===== config.mk =====
export PLATFORM = sky130hd
export DESIGN_NAME = u1e_ctrl_core
export DESIGN_NICKNAME = d
export VERILOG_FILES = /design/src/common/u1e_pkg.sv /design/src/common/wb16_if.sv /design/src/hdl/wb_intercon.sv /design/src/hdl/misc_regs.sv /design/src/settings/settings_bus.sv /design/src/settings/setting_ctrl.sv /design/src/timing/vita_time.sv /design/src/hdl/readback_mux.sv /design/src/hdl/u1e_ctrl_core.sv
export SDC_FILE = /design/constraint.sdc
export NUM_CORES = 1
export LEC_CHECK = 0
export ABC_AREA = 1
export BUFFER_PORTS_ARGS = -buffer_cell sky130_fd_sc_hd__buf_4
export CELL_PAD_IN_SITES_DETAIL_PLACEMENT = 1
export CELL_PAD_IN_SITES_GLOBAL_PLACEMENT = 1
export CORE_MARGIN = 2
export CORE_UTILIZATION = 51
export CTS_BUF_LIST = sky130_fd_sc_hd__clkbuf_4
export DETAILED_ROUTE_END_ITERATION = 8
export MAX_ROUTING_LAYER = met4
export PLACE_DENSITY = 0.92
export SYNTH_ARGS = -nofsm -noshare
export SYNTH_HDL_FRONTEND = slang
export SYNTH_SLANG_ARGS = --single-unit
export TNS_END_PERCENT = 10

===== constraint.sdc =====
create_clock -name wb_clk -period 10.67 [get_ports wb_clk]
set_clock_uncertainty 0.2 [all_clocks]
set_input_delay 1.6005 -clock wb_clk [delete_from_list [all_inputs] [get_ports wb_clk]]
set_output_delay 1.6005 -clock wb_clk [all_outputs]
set_load 0.02 [all_outputs]

===== src/common/u1e_pkg.sv =====
// u1e control core shared definitions
// host address map, register offsets, reset values and setting addresses
package u1e_pkg;

   localparam int WB_AW = 11;
   localparam int WB_DW = 16;

   // host address seen as slave number plus offset
   typedef struct packed {
      logic [3:0] slave;
      logic [6:0] offset;
   } wb_slave_addr_t;

   // host address seen by the 16-bit settings and readback slaves
   typedef struct packed {
      logic [2:0] pair;                       // slave pair, 8/9 for settings
      logic [5:0] reg_num;                    // 32-bit register number
      logic       half;                       // 0 low half, 1 high half
      logic       byte_sel;
   } wb_setting_addr_t;

   typedef union packed {
      wb_slave_addr_t   slave;
      wb_setting_addr_t setting;
   } wb_addr_u;

   localparam logic [3:0] SLV_MISC     = 4'd0;
   localparam logic [3:0] SLV_READBACK = 4'd7;
   localparam logic [3:0] SLV_SETTINGS = 4'd8;   // also answers on 9

   localparam logic [6:0] REG_LEDS      = 7'd0;
   localparam logic [6:0] REG_CGEN_CTRL = 7'd4;
   localparam logic [6:0] REG_CGEN_ST   = 7'd6;
   localparam logic [6:0] REG_TEST      = 7'd8;
   localparam logic [6:0] REG_XFER_RATE = 7'd14;
   localparam logic [6:0] REG_COMPAT    = 7'd16;

   localparam logic [7:0]  COMPAT_NUM      = 8'd6;
   localparam logic [15:0] MISC_DEFAULT    = 16'hBEEF;
   localparam logic [15:0] CGEN_CTRL_RESET = 16'd3;   // sync_b and ref_sel high

   localparam int SR_ADDR_W = 8;
   localparam logic [SR_ADDR_W-1:0] SR_TIME64        = 8'd42;
   localparam logic [SR_ADDR_W-1:0] SR_REG_TEST32    = 8'd60;
   localparam logic [SR_ADDR_W-1:0] SR_CLEAR_RX_FIFO = 8'd61;
   localparam logic [SR_ADDR_W-1:0] SR_CLEAR_TX_FIFO = 8'd62;

   localparam logic [3:0] RB_TIME_HI = 4'd0;
   localparam logic [3:0] RB_TIME_LO = 4'd1;
   localparam logic [3:0] RB_PPS_HI  = 4'd2;
   localparam logic [3:0] RB_PPS_LO  = 4'd3;
   localparam logic [3:0] RB_TEST32  = 4'd4;

endpackage


===== src/common/wb16_if.sv =====
// 16-bit wishbone link between the host decoder and one slave
`timescale 1ns/1ps

interface wb16_if;
   import u1e_pkg::*;

   wb_addr_u          adr;
   logic [WB_DW-1:0]  dat_w;                  // host to slave
   logic [WB_DW-1:0]  dat_r;                  // slave to host
   logic              we;
   logic              stb;                    // already qualified by cyc and select
   logic              ack;

   modport master (
      output adr, dat_w, we, stb,
      input  dat_r, ack
   );

   modport slave (
      input  adr, dat_w, we, stb,
      output dat_r, ack
   );

endinterface


===== src/hdl/wb_intercon.sv =====
// single master wishbone decoder
// routes the host strobe to one slave by the top address bits and returns its data and ack
`timescale 1ns/1ps

module wb_intercon (
   input  logic                       wb_clk,
   input  logic                       wb_rst,
   input  u1e_pkg::wb_addr_u          adr_i,
   input  logic [u1e_pkg::WB_DW-1:0]  dat_i,
   input  logic                       we_i,
   input  logic                       stb_i,
   input  logic                       cyc_i,
   output logic [u1e_pkg::WB_DW-1:0]  dat_o,
   output logic                       ack_o,
   wb16_if.master                     misc_o,
   wb16_if.master                     rb_o,
   wb16_if.master                     set_o
);
   import u1e_pkg::*;

   logic             xfer;
   logic             sel_misc, sel_rb, sel_set;
   logic [WB_DW-1:0] rd_data;
   logic [WB_DW-1:0] dat_hold_q;              // last word read by the host

   assign xfer     = cyc_i & stb_i;
   assign sel_misc = (adr_i.slave.slave == SLV_MISC);
   assign sel_rb   = (adr_i.slave.slave == SLV_READBACK);
   assign sel_set  = (adr_i.slave.slave[3:1] == SLV_SETTINGS[3:1]);   // 8 and 9

   ////////////////////////////////////////
   // request side, same fields to every slave
   assign misc_o.adr   = adr_i;
   assign misc_o.dat_w = dat_i;
   assign misc_o.we    = we_i;
   assign misc_o.stb   = xfer & sel_misc;

   assign rb_o.adr     = adr_i;
   assign rb_o.dat_w   = dat_i;
   assign rb_o.we      = we_i;
   assign rb_o.stb     = xfer & sel_rb;

   assign set_o.adr    = adr_i;
   assign set_o.dat_w  = dat_i;
   assign set_o.we     = we_i;
   assign set_o.stb    = xfer & sel_set;

   ////////////////////////////////////////
   // response side
   always_comb
   begin
      if (sel_misc)
         rd_data = misc_o.dat_r;
      else if (sel_rb)
         rd_data = rb_o.dat_r;
      else if (sel_set)
         rd_data = set_o.dat_r;
      else
         rd_data = '0;                        // unmapped slave reads zero
   end

   // only the selected slave sees a strobe, so the acks never overlap
   assign ack_o = misc_o.ack | rb_o.ack | set_o.ack;

   // read data stays on the bus between transfers
   always_ff @(posedge wb_clk)
   begin
      if (wb_rst)
         dat_hold_q <= '0;
      else if (ack_o && !we_i)
         dat_hold_q <= rd_data;
   end

   assign dat_o = xfer ? rd_data : dat_hold_q;

endmodule


===== src/hdl/misc_regs.sv =====
// slave 0, misc control and status registers
// leds, clock generator control and status, test, transfer rate, compat number
`timescale 1ns/1ps

module misc_regs (
   input  logic        wb_clk,
   input  logic        wb_rst,
   wb16_if.slave       bus_i,
   input  logic [2:0]  cgen_st_i,             // status, lock detect, ref monitor
   output logic [15:0] leds_o,
   output logic        cgen_sync_b_o,
   output logic        cgen_ref_sel_o,
   output logic [15:0] xfer_rate_o
);
   import u1e_pkg::*;

   logic [15:0] reg_leds, reg_cgen_ctrl, reg_test, reg_xfer_rate;
   logic [15:0] rd_data;

   always_ff @(posedge wb_clk)
   begin
      if (wb_rst)
      begin
         reg_leds      <= '0;
         reg_cgen_ctrl <= CGEN_CTRL_RESET;
         reg_test      <= '0;
         reg_xfer_rate <= '0;
      end
      else if (bus_i.stb && bus_i.we)
      begin
         case (bus_i.adr.slave.offset)
            REG_LEDS      : reg_leds      <= bus_i.dat_w;
            REG_CGEN_CTRL : reg_cgen_ctrl <= bus_i.dat_w;
            REG_TEST      : reg_test      <= bus_i.dat_w;
            REG_XFER_RATE : reg_xfer_rate <= bus_i.dat_w;
            default       : ;                 // read only or unmapped
         endcase
      end
   end

   // xfer_rate has no readback
   always_comb
   begin
      case (bus_i.adr.slave.offset)
         REG_LEDS      : rd_data = reg_leds;
         REG_CGEN_CTRL : rd_data = reg_cgen_ctrl;
         REG_CGEN_ST   : rd_data = {13'd0, cgen_st_i};
         REG_TEST      : rd_data = reg_test;
         REG_COMPAT    : rd_data = {8'd0, COMPAT_NUM};
         default       : rd_data = MISC_DEFAULT;
      endcase
   end

   assign bus_i.dat_r = rd_data;
   assign bus_i.ack   = bus_i.stb;

   assign leds_o                          = reg_leds;
   assign {cgen_sync_b_o, cgen_ref_sel_o} = reg_cgen_ctrl[1:0];
   assign xfer_rate_o                     = reg_xfer_rate;

endmodule


===== src/settings/settings_bus.sv =====
// slaves 8/9, 16-bit little endian settings bus
// a low half write is stored, the high half write fires the 32-bit setting
`timescale 1ns/1ps

module settings_bus (
   input  logic                           wb_clk,
   input  logic                           wb_rst,
   wb16_if.slave                          bus_i,
   output logic                           set_stb_o,
   output logic [u1e_pkg::SR_ADDR_W-1:0]  set_addr_o,
   output logic [31:0]                    set_data_o
);
   import u1e_pkg::*;

   logic        wr;
   logic [15:0] low_q;                        // pending low half

   assign wr = bus_i.stb & bus_i.we;

   always_ff @(posedge wb_clk)
   begin
      if (wb_rst)
         set_stb_o <= 1'b0;
      else
         set_stb_o <= wr & bus_i.adr.setting.half;
   end

   always_ff @(posedge wb_clk)
   begin
      if (wr && !bus_i.adr.setting.half)
         low_q <= bus_i.dat_w;
      if (wr && bus_i.adr.setting.half)
      begin
         set_addr_o <= {2'b00, bus_i.adr.setting.reg_num};
         set_data_o <= {bus_i.dat_w, low_q};
      end
   end

   assign bus_i.dat_r = '0;                   // write only
   assign bus_i.ack   = bus_i.stb;

endmodule


===== src/settings/setting_ctrl.sv =====
// test32 setting and fifo clear strobes
// test32 survives reset so software can tell the fpga is still loaded
`timescale 1ns/1ps

module setting_ctrl (
   input  logic                           wb_clk,
   input  logic                           wb_rst,
   input  logic                           set_stb_i,
   input  logic [u1e_pkg::SR_ADDR_W-1:0]  set_addr_i,
   input  logic [31:0]                    set_data_i,
   output logic [31:0]                    test32_o,
   output logic                           clear_rx_o,
   output logic                           clear_tx_o
);
   import u1e_pkg::*;

   logic hit_test32, hit_clear_rx, hit_clear_tx;

   assign hit_test32   = set_stb_i && (set_addr_i == SR_REG_TEST32);
   assign hit_clear_rx = set_stb_i && (set_addr_i == SR_CLEAR_RX_FIFO);
   assign hit_clear_tx = set_stb_i && (set_addr_i == SR_CLEAR_TX_FIFO);

   always_ff @(posedge wb_clk)
   begin
      if (hit_test32)
         test32_o <= set_data_i;
   end

   // one cycle pulse per write, data ignored
   always_ff @(posedge wb_clk)
   begin
      if (wb_rst)
      begin
         clear_rx_o <= 1'b0;
         clear_tx_o <= 1'b0;
      end
      else
      begin
         clear_rx_o <= hit_clear_rx;
         clear_tx_o <= hit_clear_tx;
      end
   end

endmodule


===== src/timing/vita_time.sv =====
// 64-bit vita time counter
// loads now or at the next pps, and captures the time at each pps edge
`timescale 1ns/1ps

module vita_time #(
   parameter logic [u1e_pkg::SR_ADDR_W-1:0] SETTING_BASE = u1e_pkg::SR_TIME64
) (
   input  logic                           wb_clk,
   input  logic                           wb_rst,
   input  logic                           set_stb_i,
   input  logic [u1e_pkg::SR_ADDR_W-1:0]  set_addr_i,
   input  logic [31:0]                    set_data_i,
   input  logic                           pps_i,
   output logic [63:0]                    vita_time_o,
   output logic [63:0]                    vita_time_pps_o
);
   import u1e_pkg::*;

   localparam logic [SR_ADDR_W-1:0] ADDR_HI   = SETTING_BASE;
   localparam logic [SR_ADDR_W-1:0] ADDR_LO   = SETTING_BASE + 8'd1;
   localparam logic [SR_ADDR_W-1:0] ADDR_CTRL = SETTING_BASE + 8'd2;

   logic [31:0] pending_hi, pending_lo;
   logic        ctrl_wr, load_now, armed;
   logic        pps_meta, pps_sync, pps_del, pps_edge;

   assign ctrl_wr  = set_stb_i && (set_addr_i == ADDR_CTRL);
   assign load_now = ctrl_wr && set_data_i[0];

   always_ff @(posedge wb_clk)
   begin
      if (set_stb_i && set_addr_i == ADDR_HI)
         pending_hi <= set_data_i;
      if (set_stb_i && set_addr_i == ADDR_LO)
         pending_lo <= set_data_i;
   end

   ////////////////////////////////////////
   // pps synchronizer and rise detect
   always_ff @(posedge wb_clk)
   begin
      if (wb_rst)
      begin
         pps_meta <= 1'b0;
         pps_sync <= 1'b0;
         pps_del  <= 1'b0;
      end
      else
      begin
         pps_meta <= pps_i;
         pps_sync <= pps_meta;
         pps_del  <= pps_sync;
      end
   end

   assign pps_edge = pps_sync & ~pps_del;

   ////////////////////////////////////////
   // time counter
   always_ff @(posedge wb_clk)
   begin
      if (wb_rst)
      begin
         vita_time_o     <= '0;
         vita_time_pps_o <= '0;
         armed           <= 1'b0;
      end
      else
      begin
         if (pps_edge)
            vita_time_pps_o <= vita_time_o;      // time of the pps edge

         if (load_now || (pps_edge && armed))
            vita_time_o <= {pending_hi, pending_lo};
         else
            vita_time_o <= vita_time_o + 64'd1;

         if (ctrl_wr)
            armed <= ~set_data_i[0];             // bit 0 low waits for pps
         else if (pps_edge)
            armed <= 1'b0;
      end
   end

endmodule


===== src/hdl/readback_mux.sv =====
// slave 7, 32-bit readback words returned as 16-bit halves
`timescale 1ns/1ps

module readback_mux (
   wb16_if.slave        bus_i,
   input  logic [63:0]  vita_time_i,
   input  logic [63:0]  vita_time_pps_i,
   input  logic [31:0]  test32_i
);
   import u1e_pkg::*;

   logic [3:0]  word_idx;
   logic [31:0] word;

   assign word_idx = bus_i.adr.setting.reg_num[3:0];   // address bits 5:2

   always_comb
   begin
      case (word_idx)
         RB_TIME_HI : word = vita_time_i[63:32];
         RB_TIME_LO : word = vita_time_i[31:0];
         RB_PPS_HI  : word = vita_time_pps_i[63:32];
         RB_PPS_LO  : word = vita_time_pps_i[31:0];
         RB_TEST32  : word = test32_i;
         default    : word = '0;               // words 5 to 15 unused
      endcase
   end

   assign bus_i.dat_r = bus_i.adr.setting.half ? word[31:16] : word[15:0];
   assign bus_i.ack   = bus_i.stb;

endmodule


===== src/hdl/u1e_ctrl_core.sv =====
// u1e host control plane
// wishbone host decode, settings bus, setting consumers and readback
`timescale 1ns/1ps

module u1e_ctrl_core (
   input  logic                       wb_clk,
   input  logic                       wb_rst,
   input  logic [u1e_pkg::WB_AW-1:0]  adr_i,
   input  logic [u1e_pkg::WB_DW-1:0]  dat_i,
   output logic [u1e_pkg::WB_DW-1:0]  dat_o,
   input  logic                       we_i,
   input  logic                       stb_i,
   input  logic                       cyc_i,
   output logic                       ack_o,
   input  logic                       pps_i,
   input  logic [2:0]                 cgen_st_i,
   output logic [15:0]                leds_o,
   output logic                       cgen_sync_b_o,
   output logic                       cgen_ref_sel_o,
   output logic [15:0]                xfer_rate_o,
   output logic                       clear_rx_o,
   output logic                       clear_tx_o
);
   import u1e_pkg::*;

   logic                 set_stb;
   logic [SR_ADDR_W-1:0] set_addr;
   logic [31:0]          set_data;
   logic [31:0]          test32;
   logic [63:0]          vita_time, vita_time_pps;

   wb16_if misc_bus ();
   wb16_if rb_bus ();
   wb16_if set_bus ();

   ////////////////////////////////////////
   // host decode and slaves
   wb_intercon wb_intercon_i (
      .wb_clk (wb_clk), .wb_rst (wb_rst),
      .adr_i (adr_i), .dat_i (dat_i), .we_i (we_i), .stb_i (stb_i), .cyc_i (cyc_i),
      .dat_o (dat_o), .ack_o (ack_o),
      .misc_o (misc_bus), .rb_o (rb_bus), .set_o (set_bus)
   );

   misc_regs misc_regs_i (
      .wb_clk (wb_clk), .wb_rst (wb_rst), .bus_i (misc_bus), .cgen_st_i (cgen_st_i),
      .leds_o (leds_o), .cgen_sync_b_o (cgen_sync_b_o), .cgen_ref_sel_o (cgen_ref_sel_o),
      .xfer_rate_o (xfer_rate_o)
   );

   settings_bus settings_bus_i (
      .wb_clk (wb_clk), .wb_rst (wb_rst), .bus_i (set_bus),
      .set_stb_o (set_stb), .set_addr_o (set_addr), .set_data_o (set_data)
   );

   ////////////////////////////////////////
   // setting consumers and readback
   setting_ctrl setting_ctrl_i (
      .wb_clk (wb_clk), .wb_rst (wb_rst),
      .set_stb_i (set_stb), .set_addr_i (set_addr), .set_data_i (set_data),
      .test32_o (test32), .clear_rx_o (clear_rx_o), .clear_tx_o (clear_tx_o)
   );

   vita_time #(.SETTING_BASE (SR_TIME64)) vita_time_i (
      .wb_clk (wb_clk), .wb_rst (wb_rst),
      .set_stb_i (set_stb), .set_addr_i (set_addr), .set_data_i (set_data),
      .pps_i (pps_i), .vita_time_o (vita_time), .vita_time_pps_o (vita_time_pps)
   );

   readback_mux readback_mux_i (
      .bus_i (rb_bus), .vita_time_i (vita_time), .vita_time_pps_i (vita_time_pps),
      .test32_i (test32)
   );

endmodule


== Word level (Yosys, flattened, before mapping) ==
Index checks and enable logic that the tools add are counted.

* Bits of input ports: 36
* Output and inout port bits: 53
* Register bits after elaboration: 365
* Word-level logic and storage cells: 81

* Bitwise operators: 11
* Add/subtract/negate cells: 1
* Reduce and logical (&&, ||, !) cells: 23
* Equality and inequality tests: 17
* Mux-type cells: 9

{| class="wikitable"
|+ Operators with widths
! kind !! count
|-
| 32-bit case mux with 5 select lines || 1
|-
| 16-bit case mux with 5 select lines || 1
|-
| 64-bit by 1-bit adder with 64-bit output, second input constant || 1
|-
| 16-bit two-way mux || 4
|-
| 64-bit two-way mux || 1
|-
| 6-bit equality test, second input constant || 6
|-
| 7-bit by 3-bit equality test with 1-bit output, second input constant || 2
|-
| 7-bit by 4-bit equality test with 1-bit output, second input constant || 2
|-
| 1-bit logical AND || 12
|-
| 4-bit by 2-bit equality test with 1-bit output, second input constant || 2
|-
| 4-bit by 3-bit equality test with 1-bit output, second input constant || 2
|-
| 4-bit zero test || 2
|-
| 2-bit AND reduction || 4
|-
| 1-bit bitwise AND || 7
|-
| 7-bit by 5-bit equality test with 1-bit output, second input constant || 1
|-
| 7-bit zero test || 1
|-
| 4-bit by 1-bit equality test with 1-bit output, second input constant || 1
|-
| 3-bit equality test, second input constant || 1
|-
| 1-bit zero test || 2
|-
| 1-bit two-way mux || 2
|-
| 1-bit NOT || 2
|-
| 1-bit OR || 2
|-
| 2-bit nonzero test || 1
|-
| 1-bit logical OR || 1
|}

== Longest topological paths before layout ==
Gate-level depths: netlist of the first run.

* Depth after elaboration: 6
* Depth in mapped cells: 13
* Gate-level depth less buffers: 12

== Modules after synthesis ==
A second synthesis of the first run with hierarchy kept.

* Cells, all modules: 2,413
* Area total of the unflattened synthesis: 18,499.0 µm²

{| class="wikitable"
|+ By module, submodules not included
! module !! area an instance (µm²) !! seq. area each (µm²) !! cells an instance !! times used
|-
| vita_time || 8,699.6 || 4,564.4 || 1,113 || 1
|-
| misc_regs || 3,201.8 || 1,281.2 || 463 || 1
|-
| wb_intercon || 1,911.8 || 320.3 || 293 || 1
|-
| settings_bus || 1,815.5 || 1,641.6 || 80 || 1
|-
| readback_mux || 1,788.0 || 0.0 || 410 || 1
|-
| setting_ctrl || 1,082.3 || 1,001.0 || 54 || 1
|}

== Worst setup path after synthesis of the first run ==
OpenSTA, ideal clock, no wires.

* Kind: input to output
* Start: input port adr_i[0] (netlist name)
* End: output port dat_o[11] (netlist name)
* Arrival: 2.798 ns
* Required time: 8.870 ns
* Slack: 6.072 ns
* Path buffers: 1
* Stages on the path: 12
* Cell sequence: nor2_1 > nand2_2 > nor2_4 > buf_4 > nand2_1 > nand2_1 > inv_1 > nand3_1 > nand2_1 > nand2_1 > nand2_1 > nand2_1

* Cells in the longest elaborated chain, start to end: 4
* Elaborated cells between the ends (all ways): 8
* Classes of those cells: eq/ne: 4; mux: 3; reduce/logical: 1

{| class="wikitable"
|+ Ends and longest elaborated chain
! what !! RTL line !! RTL
|-
| from (decl) || u1e_ctrl_core.sv:8 || <nowiki>input logic [u1e_pkg::WB_AW-1:0] adr_i,</nowiki>
|-
| 7-bit by 5-bit equality test with 1-bit output (tied with other cells) || misc_regs.sv:44 || <nowiki>case (bus_i.adr.slave.offset)</nowiki>
|-
| 16-bit case mux with 5 select lines * || misc_regs.sv:44 ||
|-
| 16-bit two-way mux * || wb_intercon.sv:52 || <nowiki>if (sel_misc)</nowiki>
|-
| 16-bit two-way mux * || wb_intercon.sv:74 || <nowiki>assign dat_o = xfer ? rd_data : dat_hold_q;</nowiki>
|-
| to (decl) || u1e_ctrl_core.sv:10 || <nowiki>output logic [u1e_pkg::WB_DW-1:0] dat_o,</nowiki>
|}

Mark *: on every way between the ends. The rest lies on a longest branch, timed or not.

== Final worst setup path of the first run ==
* Start: input port adr_i[4] (netlist name)
* End: output port dat_o[1] (netlist name)

* Cells in the longest elaborated chain, start to end: 6
* Elaborated cells between the ends (all ways): 16
* Classes of those cells: eq/ne: 8; mux: 6; reduce/logical: 2

{| class="wikitable"
|+ Ends and longest elaborated chain
! what !! RTL line !! RTL
|-
| 4-bit by 3-bit equality test with 1-bit output (tied with other cells) || readback_mux.sv:19 || <nowiki>case (word_idx)</nowiki>
|-
| 32-bit case mux with 5 select lines || readback_mux.sv:19 ||
|-
| 16-bit two-way mux || readback_mux.sv:29 || <nowiki>assign bus_i.dat_r = bus_i.adr.setting.half ? word[31:16] : word[15:0];</nowiki>
|-
| 16-bit two-way mux || wb_intercon.sv:54 || <nowiki>else if (sel_rb)</nowiki>
|-
| 16-bit two-way mux * || wb_intercon.sv:52 ||
|-
| 16-bit two-way mux * || wb_intercon.sv:74 ||
|}

Marks and branches as above.

==> flow_summary.rst, run 1 <==
.. list-table::
   :header-rows: 1

   * - Metric
     - Value
   * - Outcome
     - completed
   * - Row count
     - 66
   * - Cell count after synthesis
     - 2,117
   * - Critical path launch point
     - adr_i[4]
   * - Kind of critical path
     - input port to output pin
   * - RSZ-0062 raised after global routing
     - false
   * - Share of cells above drive strength 1
     - roughly an eighth
   * - Number of CTS-inserted buffers
     - a little under 100
   * - Seq cells post-synth
     - 365
   * - Routed Wire Length
     - 71,400 microns
   * - Count of cell types in the netlist
     - 36
   * - Transition time at the pin with the least slew margin
     - 1.28 ns
   * - Slew Limit Headroom
     - 14.6%
   * - Post-Syn Area per Cell
     - 7.86 sq um
   * - Classification of the worst-slack hold path
     - register to register
   * - Final Hold Vio Count
     - 0
   * - Number of buffers inserted by hold repair at cts
     - 0
   * - GR Util All Layers
     - 43.3%
   * - Clock latency of the later-clocked register in the worst-skew pair
     - a little under 0.9 ns
   * - Post-synthesis share of cell area spent on full adders, half adders and majority gates
     - less than 1%
   * - Via count of the first global-routing pass
     - 16,600
   * - # DRC
     - 0
   * - Total core area
     - about 32,000 sq um
   * - Tot Pwr
     - roughly 3000 uW
   * - Post-DP HPWL
     - around 48,000 microns
   * - Via-per-instance ratio
     - 6.00
   * - Antenna violation net count after detailed routing
     - 0
   * - Number of setup violations in the final report
     - 0
   * - Register area share after synthesis
     - 52.9%
   * - Number of buffers inserted by post-CTS setup repair
     - 0
   * - Area growth from synthesis to final layout
     - 13.3%
   * - Post-CTS resize count
     - 0
   * - Longest individual stage delay on the worst path
     - 0.55 ns
   * - Area taken by flip-flops and latches
     - 8810 sq um
   * - Share of the clock period used by the worst path after layout
     - 55.7%
   * - Min cycle time layout
     - 5.94 ns
   * - Cell occurring most often along the worst timing path
     - nand2_1
   * - Area share of and/or/nand/nor cells after synthesis
     - 26.7%
   * - Power Dens Cells
     - 157 nW/um^2
   * - Clock net sink count
     - 365
   * - Syn Nets
     - 2,154
   * - Required time reported for the critical path endpoint
     - approximately 8.9 ns
   * - Maximum number of pins on one net before global-route repair
     - just over 90
   * - Commonest cells after routing, fill and taps aside
     - nand2_1, nor2_1, inv_1
   * - Maximum number of buffers from clock root to sink
     - 3
   * - Overall die height
     - 185 microns
   * - Max-slew violation count
     - 0
   * - Die span in x
     - 185 microns
   * - Number of buffer cells added on primary ports
     - 88
   * - Critical register-to-register path startpoint
     - vita_time_i.pps_sync$_SDFF_PP0_
   * - Clock tree from TritonCTS
     - built
   * - Cells along the critical path
     - buf_4 -> nor2_8 -> nand3_4 -> nor2_4 -> nand2_1 -> nand2_1 -> nor2_1 -> nand2_1 -> nand2_1 -> nand2_1 -> nand2_1 -> nand2_1 -> buf_4
   * - Mean routed wirelength per cell
     - 25.9 microns
   * - Final total negative setup slack
     - 0 ns
   * - Max-capacitance violation count
     - 0
   * - Worst reg2reg setup slack
     - 6.81 ns
   * - Ports
     - a little under 90
   * - Worst voltage drop across the vdd grid
     - 0.159 mV
   * - Compound-gate portion of the synthesized area
     - 10.9%
   * - Drt first-iter violations
     - 2,031
   * - Syn. warnings
     - 0
   * - Upper clock frequency limit
     - 0.168 GHz
   * - Multi-input combinational cell area
     - 6530 sq um
   * - Crit start category
     - input port
   * - Net count, final
     - 2,263
   * - Root buffer selected by CTS
     - clkbuf_4
   * - TritonRoute pass-1 iters
     - 6
   * - Clock H-tree levels
     - 3
   * - Standby leakage power
     - 0.00770 uW
   * - Vias after detailed routing
     - around 17,000
   * - Initial Utilization
     - 51.4%
   * - Final weighted congestion in routability-driven placement
     - approximately 1
   * - Most common cell after layout, fill and taps aside
     - nand2_1
   * - Area share of xor/xnor cells in the synthesized design
     - under 10%
   * - Endpoint type of the worst setup path
     - output pin
   * - Post-synthesis mux area share
     - 0%
   * - Dominant combinational cell family by area after synthesis
     - simple AND/OR/NAND/NOR gates
   * - Area enclosed by the die boundary
     - 34,100 sq um
   * - Maximum fanout count along the critical path
     - 37
   * - Residual overflow from global routing
     - 0
   * - Post-Synthesis Cell Area
     - 16,600 sq um
   * - Data arrival time of the worst path
     - approximately 4.1 ns
   * - Initial antenna violation count
     - 7
   * - Crit path max-delay cell type
     - nor2_4
   * - Min-Delay Startpoint
     - settings_bus_i.low_q[3]$_DFFE_PP_
   * - Wire length of the first global-routing pass
     - 104,000 microns
   * - Clock-pin transition on the worst setup and hold timing paths
     - 0.08 ns
   * - Number of fill cells in the layout
     - 4,037
worst max-delay path, delay by kind of cell:
family	cells	cell delay [ns]
buffers and inverters	2	0.28
AND/OR/NAND/NOR	11	2.26
routing by layer:
layer  up-vias  track usage, %  routed length, microns
met4         0            21.6                    4120
met1      8106            53.2                   27800
met2       986            66.5                   32200
li1       7200               -                       -
met5         -               -                       0
met3       267            10.9                    7340
final cells by class:
| class | instances | area share, % |
|---|---|---|
| Sequential cell | 365 | 46.7 |
| Antenna cell | 8 | 0.106 |
| Inverter | 230 | 4.59 |
| Timing Repair Buffer | 103 | 4.10 |
| Multi-Input combinational cell | 1429 | 34.6 |
| Tap cell | 442 | 2.93 |
| Clock inverter | 37 | 1.21 |
| Clock buffer | 144 | 5.73 |
through the flow:
step	cell area (sq um)	setup WS (ns)	hold WS (ns)	std cells	util (%)
floorplan	16600	6.07	0.188	2117	-
global placement	17500	4.83	0.191	2569	54.2
detailed placement	17500	4.82	0.199	2569	54.2
CTS	18800	4.73	0.222	2750	58.2
global route	18900	4.54	0.220	2757	58.3
finish	18900	4.73	0.221	2758	58.3
cell usage after synthesis (all sizes together):
| cell type | n | share of area (%) |
|---|---|---|
| a211oi | 16 | 0.72 |
| a21oi | 126 | 3.8 |
| a31oi | 1 | 0.075 |
| and2 | 1 | 0.038 |
| and3 | 1 | 0.038 |
| buf | 53 | 1.9 |
| clkbuf | 40 | 0.90 |
| clkinv | 1 | 0.023 |
| dfxtp | 215 | 26 |
| edfxtp | 150 | 27 |
| ha | 1 | 0.075 |
| inv | 229 | 5.2 |
| nand2 | 520 | 12 |
| nand3 | 164 | 5.1 |
| nand3b | 2 | 0.090 |
| nand4 | 29 | 1.1 |
| nor2 | 300 | 7.3 |
| nor3 | 31 | 1.1 |
| nor4 | 4 | 0.15 |
| o211ai | 6 | 0.27 |
| o21ai | 200 | 6.0 |
| xnor2 | 3 | 0.16 |
| xor2 | 24 | 1.3 |
logic make-up (layout without fill, tap and decap cells):
logic type	Yosys count	count (layout)
fa+ha+maj	1	1
compound gates	349	349
flops	365	365
simple gates	1052	1052
xor+xnor	27	27
buf+inv	323	514
other cells	0	8
sequential cells by signal (all words and copies together), names as in the netlist, 16 cells and up:
register and cells:
misc_regs_i.xfer_rate_o 16, wb_intercon_i.dat_hold_q 16, misc_regs_i.reg_test 16, vita_time_i.vita_time_pps_o 64, vita_time_i.pending_hi 32, settings_bus_i.set_data_o 32
misc_regs_i.leds_o 16, setting_ctrl_i.test32_o 32, misc_regs_i.reg_cgen_ctrl 16, vita_time_i.pending_lo 32, settings_bus_i.low_q 16, vita_time_i.vita_time_o 64
worst paths after layout:
check | end | cells past startpoint
worst max-delay path | dat_o[1] | 13
worst min-delay path | settings_bus_i.set_data_o[3]$_DFFE_PP_ | 0
worst max register to register | vita_time_i.vita_time_o[11]$_SDFF_PP0_ | 10
worst min register to register | settings_bus_i.set_data_o[3]$_DFFE_PP_ | 0
power by group:
| part | switching (uW) | internal, uW | leakage, uW |
|---|---|---|---|
| Sequential | 10.1 | 1460 | 0.00309 |
| Clock | 678 | 675 | 0.000766 |
| Combinational | 98.9 | 34.4 | 0.00384 |
| Total | 787 | 2170 | 0.00770 |
Power figures use the tool's default switching activity.
==> inputs of run 2 (changes only) <==
- CORE_UTILIZATION: 51 -> 48
- PLACE_DENSITY: 0.92 -> 0.88
- clock period: 10.67 -> 6 ns (I/O delays scaled with it)
==> flow_summary.rst, run 2 (synthesis gave the netlist of run 1 again) <==
.. list-table::
   :header-rows: 1

   * - Metric
     - Value
   * - Antenna violation net count after detailed routing
     - 0 (unchanged)
   * - Capture instance of the worst register-to-register path
     - vita_time_i.vita_time_o[12]$_SDFF_PP0_
   * - GR Util All Layers
     - 38.1% (-5.2 points)
   * - Min-Delay Startpoint
     - dat_i[7]
   * - # DRC
     - 0 (unchanged)
   * - Max-slew violation count
     - 0 (unchanged)
   * - Clock-pin transition on the worst setup and hold timing paths
     - 0.07 ns (about the same)
   * - TritonRoute pass-1 iters
     - 5 (-1)
   * - Clock latency of the later-clocked register in the worst-skew pair
     - 0.85 ns (-0.04 ns)
   * - Via-per-instance ratio
     - 5.78 (-3.7%)
   * - Outcome
     - completed
   * - Hold worst-path end
     - settings_bus_i.low_q[7]$_DFFE_PP_
   * - Routed Wire Length
     - 66,400 microns (-7.0%)
   * - Transition time at the pin with the least slew margin
     - 1.24 ns (-0.0389 ns)
   * - Post-DP HPWL
     - 47,400 microns (-0.97%)
   * - Number of CTS-inserted buffers
     - 97 (unchanged)
   * - Most common cell after layout, fill and taps aside
     - nand2_1
   * - Registers with the most flip-flops
     - vita_time_i.vita_time_o: 64 flops, vita_time_i.vita_time_pps_o: 64 flops
   * - Residual overflow from global routing
     - 0 (unchanged)
   * - Commonest cells after routing, fill and taps aside
     - nand2_1, nor2_1, inv_1
   * - Vias after detailed routing
     - 16,000 (-3.4%)
   * - Maximum number of pins on one net before global-route repair
     - 75 (-18%)
   * - Final total negative setup slack
     - 0 ns (unchanged)
   * - Crit start category
     - input port
   * - RSZ-0062 raised after global routing
     - false
   * - Mean routed wirelength per cell
     - 24.0 microns (-7.4%)
   * - Share of cells above drive strength 1
     - 13.5% (+0.63 points)
   * - Standby leakage power
     - 0.00775 uW (+0.64%)
   * - Worst voltage drop across the vdd grid
     - 0.170 mV (+6.8%)
   * - Worst Reg2Reg Path Length in Cells
     - 9 (-1)
   * - Net count, final
     - 2,267 (+0.18%)
   * - Clock H-tree levels
     - 3 (unchanged)
   * - Overall die height
     - 190 microns (+3.0%)
   * - Row count
     - 68 (+3.0%)
   * - Final weighted congestion in routability-driven placement
     - 0.949 (-5.7%)
   * - Kind of critical path
     - input port to output pin
   * - Longest individual stage delay on the worst path
     - 0.55 ns (about the same)
   * - Post-route core utilization
     - 55.1% (-3.2 points)
   * - Via count of the first global-routing pass
     - 16,400 (-1.2%)
   * - Endpoint type of the worst setup path
     - output pin
   * - Power Dens Cells
     - 277 nW/um^2 (+77%)
   * - Classification of the worst-slack hold path
     - input port to register
   * - Slew Limit Headroom
     - 17.3% (+2.7 points)
   * - Cell count of the worst hold path
     - 1 (+1)
   * - Critical register-to-register path startpoint
     - settings_bus_i.set_addr_o[0]$_DFFE_PP_
   * - Clock net sink count
     - 365 (unchanged)
   * - Maximum number of buffers from clock root to sink
     - 3 (unchanged)
   * - Data arrival time of the worst path
     - 3.46 ns (-0.68 ns)
   * - Initial antenna violation count
     - 3 (-4)
   * - Tot Pwr
     - 5250 uW (+78%)
   * - Post-CTS resize count
     - 0 (unchanged)
   * - Number of buffers inserted by post-CTS setup repair
     - 0 (unchanged)
   * - Number of buffers inserted by hold repair at cts
     - 0 (unchanged)
   * - Number of setup violations in the final report
     - 0 (unchanged)
   * - Total core area
     - 34,400 sq um (+6.2%)
   * - PnR worst setup slack
     - 1.44 ns (-3.29 ns)
   * - Share of the clock period used by the worst path after layout
     - 76.0%
   * - Area growth from synthesis to final layout
     - 13.7%
   * - Die span in x
     - 190 microns (+3.0%)
   * - Clock tree from TritonCTS
     - built
   * - Critical path launch point
     - adr_i[4]
   * - Min cycle time layout
     - 4.56 ns
   * - Post-Place Setup Slack
     - 1.52 ns (-3.31 ns)
   * - Drt first-iter violations
     - 1,404 (-31%)
   * - Maximum fanout count along the critical path
     - 37 (unchanged)
   * - Initial Utilization
     - 48.4% (-3.0 points)
   * - Number of buffer cells added on primary ports
     - 88 (unchanged)
   * - Crit path max-delay cell type
     - nor2_8
   * - Area enclosed by the die boundary
     - 36,200 sq um (+6.1%)
   * - Cells along the critical path
     - buf_4 -> nor2_8 -> nand3_4 -> nor2_4 -> nand2_1 -> nand2_1 -> inv_1 -> nand3_1 -> nand2_1 -> nand2_1 -> nand2_1 -> nand2_1 -> buf_4
   * - Wire length of the first global-routing pass
     - 99,200 microns (-4.8%)
   * - Root buffer selected by CTS
     - clkbuf_4
   * - Ports
     - 89 (unchanged)
   * - Max-capacitance violation count
     - 0 (unchanged)
   * - Cell occurring most often along the worst timing path
     - nand2_1
   * - Required time reported for the critical path endpoint
     - 4.90 ns (-3.97 ns)
   * - Upper clock frequency limit
     - between 0.2 and 0.25 GHz
   * - Worst reg2reg setup slack
     - 2.78 ns (-4.03 ns)
   * - Final Hold Vio Count
     - 0 (unchanged)
-- run 2: changes by cell type in the layout (fill, tap and decap cells not counted), moves of 2 or more --
cell	delta
diode_2	-5
clkbuf_4	+14
clkinv_1	-12
buf_4	+4
inv_8	-2
-- run 2: final cells by class --
type	instances	area, sq um
Fill cell	4303	15400
Sequential cell	365	8810
Multi-Input combinational cell	1429	6540
Clock buffer	158	1190
Inverter	230	866
Timing Repair Buffer	107	803
Tap cell	455	569
Clock inverter	22	150
Antenna cell	3	7.51
-- run 2: power breakdown --
part / internal, uW / leakage [uW] / total, uW / switching [uW]
Sequential: 2590 / 0.00309 / 2610 / 17.9
Clock: 1280 / 0.000796 / 2410 / 1130
Combinational: 62.4 / 0.00386 / 232 / 169
-- run 2: through the flow --
| stage | area, sq um | hold WS (ns) | cells |
|---|---|---|---|
| 2_1_floorplan | 16600 | 0.188 | 2117 |
| 5_1_grt | 18900 | 0.00414 | 2769 |
| 3_3_place_gp | 17600 | 0.200 | 2586 |
| 6_report | 18900 | 0.0759 | 2769 |
| 4_1_cts | 18900 | 0.0167 | 2766 |
| 3_5_place_dp | 17600 | 0.208 | 2586 |
-- run 2: how the worst max path moves through the flow --
stage | end | slack (ns) | cells past startpoint
finish | dat_o[7] | 1.44 | 13
global route | dat_o[1] | 1.28 | 13
floorplan | vita_time_i.pending_hi[0]$_DFFE_PP_ | 1.65 | 3
detailed placement | dat_o[3] | 1.52 | 13
global placement | dat_o[7] | 1.62 | 13
CTS | dat_o[0] | 1.52 | 13
-- run 2: layer usage --
| metal | wire, microns | track usage [%] | up-vias |
|---|---|---|---|
| li1 | - | - | 7185 |
| met1 | 27600 | 48.2 | 7878 |
| met3 | 4900 | 6.79 | 195 |
| met4 | 3920 | 21.1 | 0 |
| met5 | 0 | - | - |
| met2 | 30000 | 58.1 | 744 |
-- run 2: critical path, delay by kind of cell --
kind | cells | cell delay [ns]
simple gates | 10 | 2.21
buf+inv | 3 | 0.32
